$ cat config.mk
export PLATFORM = sky130hd
export DESIGN_NAME = qa_afu_top
export DESIGN_NICKNAME = d
export VERILOG_FILES = /design/src/verilog/qa_pkg.sv /design/src/verilog/qa_csr.sv /design/src/verilog/status_writer.sv /design/src/verilog/stream_writer.sv /design/src/verilog/tx_write_arbiter.sv /design/src/verilog/qa_afu_top.sv
export SDC_FILE = /design/constraint.sdc
export NUM_CORES = 1
export LEC_CHECK = 0
export ABC_CLOCK_PERIOD_IN_PS = 5100
export BUFFER_PORTS_ARGS = -buffer_cell sky130_fd_sc_hd__buf_2
export CAP_MARGIN = 20
export CELL_PAD_IN_SITES_DETAIL_PLACEMENT = 0
export CELL_PAD_IN_SITES_GLOBAL_PLACEMENT = 1
export CORE_AREA = 2 2 228 230
export DETAILED_ROUTE_END_ITERATION = 10
export DIE_AREA = 0 0 230 232
export GPL_ROUTABILITY_DRIVEN = 0
export PLACE_DENSITY = 0.68
export SLEW_MARGIN = 15
export SYNTH_ARGS = -nofsm -noshare
export SYNTH_HDL_FRONTEND = slang
export SYNTH_SLANG_ARGS = --single-unit
$ cat constraint.sdc
create_clock -name clk -period 5.1 [get_ports clk]
set_clock_uncertainty 0.15 [all_clocks]
set_input_delay 1.02 -clock clk [delete_from_list [all_inputs] [get_ports clk]]
set_output_delay 1.02 -clock clk [all_outputs]
set_load 0.02 [all_outputs]
$ cat src/verilog/qa_pkg.sv
package qa_pkg;

   // ======================================================================
   // Line and field geometry
   // ======================================================================

   // Cache-line address width, in units of whole lines
   localparam int addr_width = 32;

   // One cache line is sixteen 32-bit words
   localparam int line_width = 512;
   localparam int word_width = 32;
   localparam int line_words = line_width / word_width;

   // Default width of the programmed stream length
   localparam int len_width = 16;

   // First word of the identification line, words 1 to 3 count up from it
   localparam logic [word_width-1:0] afu_id_base = 32'haced0000;

   // ======================================================================
   // Encodings
   // ======================================================================

   // Host register addresses
   typedef enum logic [2:0] {
      csr_dsm_base,
      csr_stream_base,
      csr_stream_len,
      csr_start,
      csr_trigger_debug
   } csr_addr_e;

   // Channel request types; the engine only ever issues full line writes
   typedef enum logic [1:0] {
      wr_line,
      wr_fence
   } req_type_e;

   // ======================================================================
   // Structures shared between the blocks
   // ======================================================================

   // Registered host-visible state, start and trigger_debug last one cycle
   typedef struct packed {
      logic [addr_width-1:0] dsm_base;
      logic                  dsm_base_valid;
      logic [addr_width-1:0] stream_base;
      logic [len_width-1:0]  stream_len;
      logic                  start;
      logic [7:0]            trigger_debug;
   } csr_state_t;

   typedef struct packed {
      req_type_e             req_type;
      logic [addr_width-1:0] address;
   } write_header_t;

   // One requester's offer to the arbiter
   typedef struct packed {
      logic                  request;
      write_header_t         write_header;
      logic [line_width-1:0] data;
   } frame_arb_t;

   typedef struct packed {
      logic status_grant;
      logic stream_grant;
   } channel_grant_t;

   // Registered write channel output
   typedef struct packed {
      logic                  valid;
      write_header_t         write_header;
      logic [line_width-1:0] data;
   } tx_req_t;

   // Debug word dumped by the stream generator on request
   typedef struct packed {
      logic [31:0] lines_written;
      logic [15:0] stream_len;
      logic [15:0] reserved;
   } debug_rsp_t;

endpackage

$ cat src/verilog/qa_csr.sv
module qa_csr #(
   parameter int len_bits = qa_pkg::len_width
) (
   input  logic                clk,
   input  logic                resetb,

   // Host register write port
   input  logic                csr_write,
   input  qa_pkg::csr_addr_e   csr_addr,
   input  logic [31:0]         csr_data,

   output qa_pkg::csr_state_t  csr
);

   import qa_pkg::*;

   // Stream length as written by the host, widened to the shared field
   logic [len_width-1:0] len_wr;

   // Only the low len_bits of the written value are kept
   assign len_wr = len_width'(csr_data[len_bits-1:0]);

   // ======================================================================
   // Register write decode
   // ======================================================================

   always_ff @(posedge clk) begin
      if (!resetb) begin
         csr <= '0;
      end else begin
         // Strobes drop back to zero unless written again this cycle
         csr.start         <= 1'b0;
         csr.trigger_debug <= '0;

         if (csr_write) begin
            case (csr_addr)
               csr_dsm_base: begin
                  // A DSM base write is what lets the engine announce itself
                  csr.dsm_base       <= csr_data[addr_width-1:0];
                  csr.dsm_base_valid <= 1'b1;
               end
               csr_stream_base: begin
                  csr.stream_base <= csr_data[addr_width-1:0];
               end
               csr_stream_len: begin
                  csr.stream_len <= len_wr;
               end
               csr_start: begin
                  // Single-cycle start pulse, the data value is not used
                  csr.start <= 1'b1;
               end
               csr_trigger_debug: begin
                  // Debug index sits in the low byte; zero means no request
                  csr.trigger_debug <= csr_data[7:0];
               end
               default: begin
                  // Unknown addresses are dropped
               end
            endcase
         end
      end
   end

endmodule

$ cat src/verilog/status_writer.sv
module status_writer (
   input  logic                  clk,
   input  logic                  resetb,

   input  qa_pkg::csr_state_t    csr,
   output qa_pkg::frame_arb_t    status_writer,
   input  qa_pkg::channel_grant_t write_grant,

   // Debug word and completion level from the stream generator
   input  qa_pkg::debug_rsp_t    dbg_stream,
   input  logic                  stream_done,
   output logic                  stream_run
);

   import qa_pkg::*;

   typedef enum logic [2:0] {
      st_init,
      st_idle,
      st_run,
      st_debug,
      st_done
   } state_e;

   state_e state;
   state_e next_state;

   // Index of the debug request being served
   logic [7:0] debug_idx;

   // Candidate line contents, one per writing state
   logic [line_width-1:0] id_line;
   logic [line_width-1:0] debug_line;
   logic [line_width-1:0] done_line;

   // A start is only honoured with something to stream
   logic run_start;

   assign run_start = csr.start && (csr.stream_len != '0);

   // ======================================================================
   // Line contents
   // ======================================================================

   // ID line tells the host the engine is alive
   always_comb begin
      id_line = '0;
      for (int i = 0; i < 4; i++) begin
         id_line[i*word_width +: word_width] = afu_id_base + word_width'(i);
      end
   end

   // The index sits in the top word so the host can match the reply
   always_comb begin
      debug_line = '0;
      debug_line[(line_words-1)*word_width +: word_width] = word_width'(debug_idx);
      // Index 1 selects the stream generator, others return only the index
      if (debug_idx == 8'd1) begin
         debug_line[$bits(debug_rsp_t)-1:0] = dbg_stream;
      end
   end

   // Completion flag in word 0, line count in word 1
   always_comb begin
      done_line = '0;
      done_line[0 +: word_width]          = word_width'(1);
      done_line[word_width +: word_width] = dbg_stream.lines_written;
   end

   // ======================================================================
   // FSM
   // ======================================================================

   always_ff @(posedge clk) begin
      if (!resetb) begin
         state <= st_init;
      end else begin
         state <= next_state;
      end
   end

   always_comb begin
      next_state = state;
      case (state)
         st_init, st_debug, st_done: begin
            // Each writing state lasts until its one line is granted
            if (write_grant.status_grant) begin
               next_state = st_idle;
            end
         end
         st_idle: begin
            // Start wins over a debug trigger arriving in the same cycle
            if (run_start) begin
               next_state = st_run;
            end else if (csr.trigger_debug != '0) begin
               next_state = st_debug;
            end
         end
         st_run: begin
            if (stream_done) begin
               next_state = st_done;
            end
         end
         default: begin
            next_state = st_init;
         end
      endcase
   end

   // Capture the index only when the trigger is accepted
   always_ff @(posedge clk) begin
      if (state == st_idle && next_state == st_debug) begin
         debug_idx <= csr.trigger_debug;
      end
   end

   assign stream_run = (state == st_run);

   // ======================================================================
   // Request to the arbiter
   // ======================================================================

   always_comb begin
      status_writer.request = csr.dsm_base_valid &&
         (state == st_init || state == st_debug || state == st_done);
      status_writer.write_header.req_type = wr_line;
      // Completion goes to DSM line 1, everything else to line 0
      if (state == st_done) begin
         status_writer.write_header.address = csr.dsm_base + addr_width'(1);
      end else begin
         status_writer.write_header.address = csr.dsm_base;
      end
      case (state)
         st_debug: status_writer.data = debug_line;
         st_done:  status_writer.data = done_line;
         default:  status_writer.data = id_line;
      endcase
   end

endmodule

$ cat src/verilog/stream_writer.sv
module stream_writer #(
   parameter int len_bits = qa_pkg::len_width
) (
   input  logic                   clk,
   input  logic                   resetb,

   input  qa_pkg::csr_state_t     csr,
   input  logic                   stream_run,
   output qa_pkg::frame_arb_t     stream_writer,
   input  qa_pkg::channel_grant_t write_grant,

   output logic                   stream_done,
   output qa_pkg::debug_rsp_t     dbg_stream
);

   import qa_pkg::*;

   // Index of the next line, which is also the count of granted lines
   logic [len_bits-1:0] line_cnt;

   // Programmed length cut to the counter width
   logic [len_bits-1:0] run_len;

   // Value written into every word of the current line
   logic [word_width-1:0] line_word;

   assign run_len   = csr.stream_len[len_bits-1:0];
   assign line_word = word_width'(line_cnt);

   // ======================================================================
   // Line counter
   // ======================================================================

   always_ff @(posedge clk) begin
      if (!resetb) begin
         line_cnt <= '0;
      end else if (csr.start && !stream_run) begin
         // A fresh run starts from line zero
         // A start seen while running is ignored, as in the control FSM
         line_cnt <= '0;
      end else if (write_grant.stream_grant) begin
         line_cnt <= line_cnt + 1'b1;
      end
   end

   // Level, stays high between runs until the next start clears the count
   assign stream_done = (line_cnt == run_len);

   // ======================================================================
   // Request to the arbiter
   // ======================================================================

   always_comb begin
      // Request is steady until granted because the count only moves on grant
      stream_writer.request               = stream_run && !stream_done;
      stream_writer.write_header.req_type = wr_line;
      stream_writer.write_header.address  = csr.stream_base + addr_width'(line_cnt);
      // Every word carries the line index, which makes ordering easy to check
      stream_writer.data                  = {line_words{line_word}};
   end

   // ======================================================================
   // Debug word
   // ======================================================================

   // The count holds after a run so a later dump still sees it
   always_comb begin
      dbg_stream.lines_written = 32'(line_cnt);
      dbg_stream.stream_len    = csr.stream_len;
      dbg_stream.reserved      = '0;
   end

endmodule

$ cat src/verilog/tx_write_arbiter.sv
module tx_write_arbiter (
   input  logic                   clk,
   input  logic                   resetb,

   input  qa_pkg::frame_arb_t     status_writer,
   input  qa_pkg::frame_arb_t     stream_writer,
   input  logic                   tx_almost_full,

   output qa_pkg::channel_grant_t write_grant,
   output qa_pkg::tx_req_t        tx_req
);

   import qa_pkg::*;

   // Frame picked this cycle
   frame_arb_t sel_frame;

   // Registered channel fields
   logic                  valid_q;
   write_header_t         header_q;
   logic [line_width-1:0] data_q;

   // Status lines are rare and short, so they always go first
   // Nothing is granted while the channel is almost full; requests just wait
   assign write_grant.status_grant = !tx_almost_full && status_writer.request;
   assign write_grant.stream_grant = !tx_almost_full && stream_writer.request &&
                                     !status_writer.request;

   assign sel_frame = write_grant.status_grant ? status_writer : stream_writer;

   always_ff @(posedge clk) begin
      if (!resetb) begin
         valid_q <= 1'b0;
      end else begin
         // Exactly one cycle of valid per grant
         valid_q <= write_grant.status_grant || write_grant.stream_grant;
      end
   end

   always_ff @(posedge clk) begin
      header_q.req_type <= wr_line;
      header_q.address  <= sel_frame.write_header.address;
      data_q            <= sel_frame.data;
   end

   assign tx_req = '{valid: valid_q, write_header: header_q, data: data_q};

endmodule

$ cat src/verilog/qa_afu_top.sv
module qa_afu_top #(
   parameter int len_bits = qa_pkg::len_width
) (
   input  logic               clk,
   input  logic               resetb,

   // Host register write port
   input  logic               csr_write,
   input  qa_pkg::csr_addr_e  csr_addr,
   input  logic [31:0]        csr_data,

   // Write channel to host memory
   input  logic               tx_almost_full,
   output qa_pkg::tx_req_t    tx_req
);

   import qa_pkg::*;

   csr_state_t     csr;
   frame_arb_t     status_frame;
   frame_arb_t     stream_frame;
   channel_grant_t write_grant;
   debug_rsp_t     dbg_stream;
   logic           stream_done;
   logic           stream_run;

   // ======================================================================
   // Control path
   // ======================================================================

   qa_csr #(
      .len_bits (len_bits)
   ) qa_csr_inst (
      .clk       (clk),
      .resetb    (resetb),
      .csr_write (csr_write),
      .csr_addr  (csr_addr),
      .csr_data  (csr_data),
      .csr       (csr)
   );

   status_writer status_writer_inst (
      .clk           (clk),
      .resetb        (resetb),
      .csr           (csr),
      .status_writer (status_frame),
      .write_grant   (write_grant),
      .dbg_stream    (dbg_stream),
      .stream_done   (stream_done),
      .stream_run    (stream_run)
   );

   // ======================================================================
   // Data path
   // ======================================================================

   stream_writer #(
      .len_bits (len_bits)
   ) stream_writer_inst (
      .clk           (clk),
      .resetb        (resetb),
      .csr           (csr),
      .stream_run    (stream_run),
      .stream_writer (stream_frame),
      .write_grant   (write_grant),
      .stream_done   (stream_done),
      .dbg_stream    (dbg_stream)
   );

   // Both requesters share the one write channel
   tx_write_arbiter tx_write_arbiter_inst (
      .clk            (clk),
      .resetb         (resetb),
      .status_writer  (status_frame),
      .stream_writer  (stream_frame),
      .tx_almost_full (tx_almost_full),
      .write_grant    (write_grant),
      .tx_req         (tx_req)
   );

endmodule

==> impl_metrics.env <==
export IMPL_ff2ff_path_depth=7
export IMPL_syn_area_sq_um=12400
export IMPL_min_delay_worst_endpoint="status_writer_inst.debug_idx[3]$_DFFE_PP_"
export IMPL_core_sq_um=50900
export IMPL_dieArea_sq_um=53400
export IMPL_postLayoutSetupSlackWorst_ps=2100
export IMPL_cpMostUsedCell="a21oi_1"
export IMPL_start_kind="register"
export IMPL_period_share_pct=58.8
export IMPL_end_kind="register"
export IMPL_crit_arrival_ps=3250
export IMPL_numCtsBuffers=24
export IMPL_totalWireLength_um=35000
export IMPL_vias=8687
export IMPL_worstPathMaxFanout=7
export IMPL_yosysTopAreaCell="dfxtp_1"
export IMPL_fmax_ghz=0.333
export IMPL_grt_pass1_wl_um=49300
export IMPL_synth_edf_count=8
export IMPL_placementRows=83
export IMPL_whs_path_depth=0
export IMPL_avgSynthCellArea_sq_um=8.50
export IMPL_drt_first_pass_iters=5
export IMPL_use_met2_pct=21.5
export IMPL_grt_ovfl_total=0
export IMPL_yosysWarnings=0
export IMPL_area_growth_pct=5.82
export IMPL_clkLatencyLatePin_ps=540
export IMPL_cts_hold_buf=0
export IMPL_cts_sinks=210
export IMPL_vias_per_cell=3.83
export IMPL_fill_cells=5556
export IMPL_final_area_sq_um=13100
export IMPL_max_slew_worst_pin_slew_ps=1090
export IMPL_die_h_um=232
export IMPL_io_buffer_count=373
export IMPL_min_from="qa_csr_inst.csr[3]$_SDFF_PN0_"
export IMPL_leakage_uw=0.00643
export IMPL_wire_per_inst_um=15.4
export IMPL_slew_viol_final=0
export IMPL_h_tree_depth=1
export IMPL_setup_viol=0
export IMPL_ios=586
export IMPL_maxCapViolCount=0
export IMPL_clk_path_buf_depth=3
export IMPL_async_flop_share_pct=0
export IMPL_synth_cell_types=57
export IMPL_drtIter0Drc=359
export IMPL_criticalPathCategory="reg -> reg"
export IMPL_slew_headroom_pct=26.8
export IMPL_detail_route_antenna_nets=0
export IMPL_synth_most_common_cell="buf_4"
export IMPL_r2r_start="stream_writer_inst.line_cnt[4]$_SDFFE_PP0P_"
export IMPL_hold_path_class="reg -> reg"
export IMPL_initial_core_util_pct=24.3
export IMPL_yosys_most_used_dff="dfxtp_1"
export IMPL_r2r_slack_ps=2100
export IMPL_cts_tree="yes"
export IMPL_ys_seq_elements=210
export IMPL_grt_met1_usage_pct=15.4
export IMPL_dpl_cell_area_sq_um=12300
export IMPL_grt_pass1_vias=7853
export IMPL_grt_busiest_layer="met2"
export IMPL_synth_top_area_share_pct=32.7
export IMPL_synth_area_leaders="dfxtp_1 33%, buf_4 28%, nand2_1 6.3%, a21boi_0 4.9%, xnor2_1 4.5%"
export IMPL_finalHoldViolations=0
export IMPL_finalSetupTns_ps=0
export IMPL_layout_drive_gt1_share_pct=27.3
export IMPL_cts_root_buf="clkbuf_16"
export IMPL_grt_setup_unrepaired="no"
export IMPL_peakVddDrop_v=0.000227
export IMPL_yosysSeqAreaShare_pct=34.7
export IMPL_powerDensity_nw_per_um2=277
export IMPL_synthTopCellsByCount="455 x buf_4, 209 x nand2_1, 202 x dfxtp_1"
export IMPL_cp_slowest_cell="o31ai_1"
export IMPL_grt_antenna_before_repair=1
export IMPL_drc=0
export IMPL_nets=1625
export IMPL_cts_resized=0
export IMPL_grt_max_degree=49
export IMPL_dp_hpwl_um=27100
export IMPL_status="complete, no violations"
export IMPL_synthCells=1454
export IMPL_grt_total_usage_pct=12.1
export IMPL_grtUsageMet3_pct=2.11
export IMPL_cts_clk_slew_worst_paths_ps=60
export IMPL_crit_chain="ha_1 -> a21oi_1 -> a311oi_1 -> o31ai_1 -> nor2_1 -> xnor2_1 -> a21oi_1"
export IMPL_r2r_end="tx_write_arbiter_inst.tx_req[535]$_DFF_P_"
export IMPL_layout_min_cycle_time_ps=3000
export IMPL_dieWidth_um=230
export IMPL_post_route_util_pct=25.7
export IMPL_cpPeakStageDelay_ps=930
export IMPL_post_cts_buffers=0
export IMPL_pre_cts_ws_ps=1870
export IMPL_required_ps=5350
==> cell families after synthesis <==
kind of cell,share of synthesized area (%)
AO/OA/AOI/OAI,10.3
multiplexers,0.486
other,0.0303
buffers and inverters,29.5
adder cells (fa/ha/maj),1.98
flip-flops,34.7
AND/OR/NAND/NOR,16.8
XOR/XNOR,6.31
==> report_power, final <==
part	internal (uW)	total, uW	leakage, uW	switching [uW]
Clock	938	1620	0.000365	682
Combinational	57.6	300	0.00437	243
Sequential	1670	1700	0.00169	24.4
Total	2670	3620	0.00643	949
==> flip-flops by register name, summed over array words and instances, names as in the netlist <==
| signal | flops |
|---|---|
| qa_csr_inst.csr | 90 |
| tx_write_arbiter_inst.data_q | 60 |
| tx_write_arbiter_inst.tx_req | 32 |
| stream_writer_inst.line_cnt | 16 |
| status_writer_inst.debug_idx | 8 |
| status_writer_inst.state | 3 |
| tx_write_arbiter_inst.valid_q | 1 |
==> critical path, delay by kind of cell (launching register included) <==
family | cells | cell delay, ps
xor gates and xnor gates | 1 | 210
DFF | 1 | 480
and+or+nand+nor | 1 | 150
AOI/OAI and AO/OA | 4 | 1530
adders and majority gates | 1 | 340
==> area by class of cell <==
type                            count  area, sq um  share of cell area (%)
Multi-Input combinational cell    941         5240                    40.1
Clock inverter                      5         50.0                   0.383
Antenna cell                        1         2.50                  0.0191
Inverter                           11         41.3                   0.316
Sequential cell                   210         4280                    32.8
Clock buffer                       39          697                    5.33
Timing Repair Buffer              379         1910                    14.6
Tap cell                          680          851                    6.50
==> routing by layer <==
layer	up-vias	wire, um
li1	4307	-
met1	4020	14800
met2	327	17500
met3	33	2090
met4	0	485
met5	-	0
==> cell usage in the layout (no fill, tap or decap), types with 16 or more instances in the layout <==
cell       synthesis  layout
buf_2              3     373
conb_1             1     212
nand2_1          209     209
dfxtp_1          202     202
a21boi_0          81      81
xnor2_1           63      63
and2_1            51      51
nor2_1            52      50
a21oi_1           34      34
o21ai_0           27      27
xor2_1            26      26
clkbuf_16          0      24
a21o_1            23      23
nand3_1           21      21
nand4_1           20      20
ha_1              18      18
and3_1            16      16
==> stage by stage <==
| stage | cells | hold slack [ps] | power (uW) |
|---|---|---|---|
| detailed placement | 2221 | 266 | 2030 |
| global placement | 2220 | 268 | 2030 |
| CTS | 2265 | 279 | 3670 |
| global route | 2265 | 306 | 3770 |
| floorplan | 1665 | 259 | 2080 |
| finish | 2266 | 281 | 3620 |
==> worst max path at each step <==
stage,cells after the start,slack (ps),endpoint,startpoint
global placement,4,1950,tx_write_arbiter_inst.data_q[28]$_SDFF_PN0_,tx_almost_full
floorplan,6,2570,stream_writer_inst.line_cnt[8]$_SDFFE_PP0P_,tx_almost_full
CTS,1,2080,tx_req[85],tx_write_arbiter_inst.data_q[125]$_SDFF_PP0_
global route,9,1800,tx_write_arbiter_inst.tx_req[530]$_DFF_P_,stream_writer_inst.line_cnt[0]$_SDFFE_PP0P_
finish,7,2100,tx_write_arbiter_inst.tx_req[535]$_DFF_P_,stream_writer_inst.line_cnt[4]$_SDFFE_PP0P_
detailed placement,4,1870,tx_write_arbiter_inst.data_q[28]$_SDFF_PN0_,tx_almost_full
No activity file was read; power rests on OpenSTA's default activity.
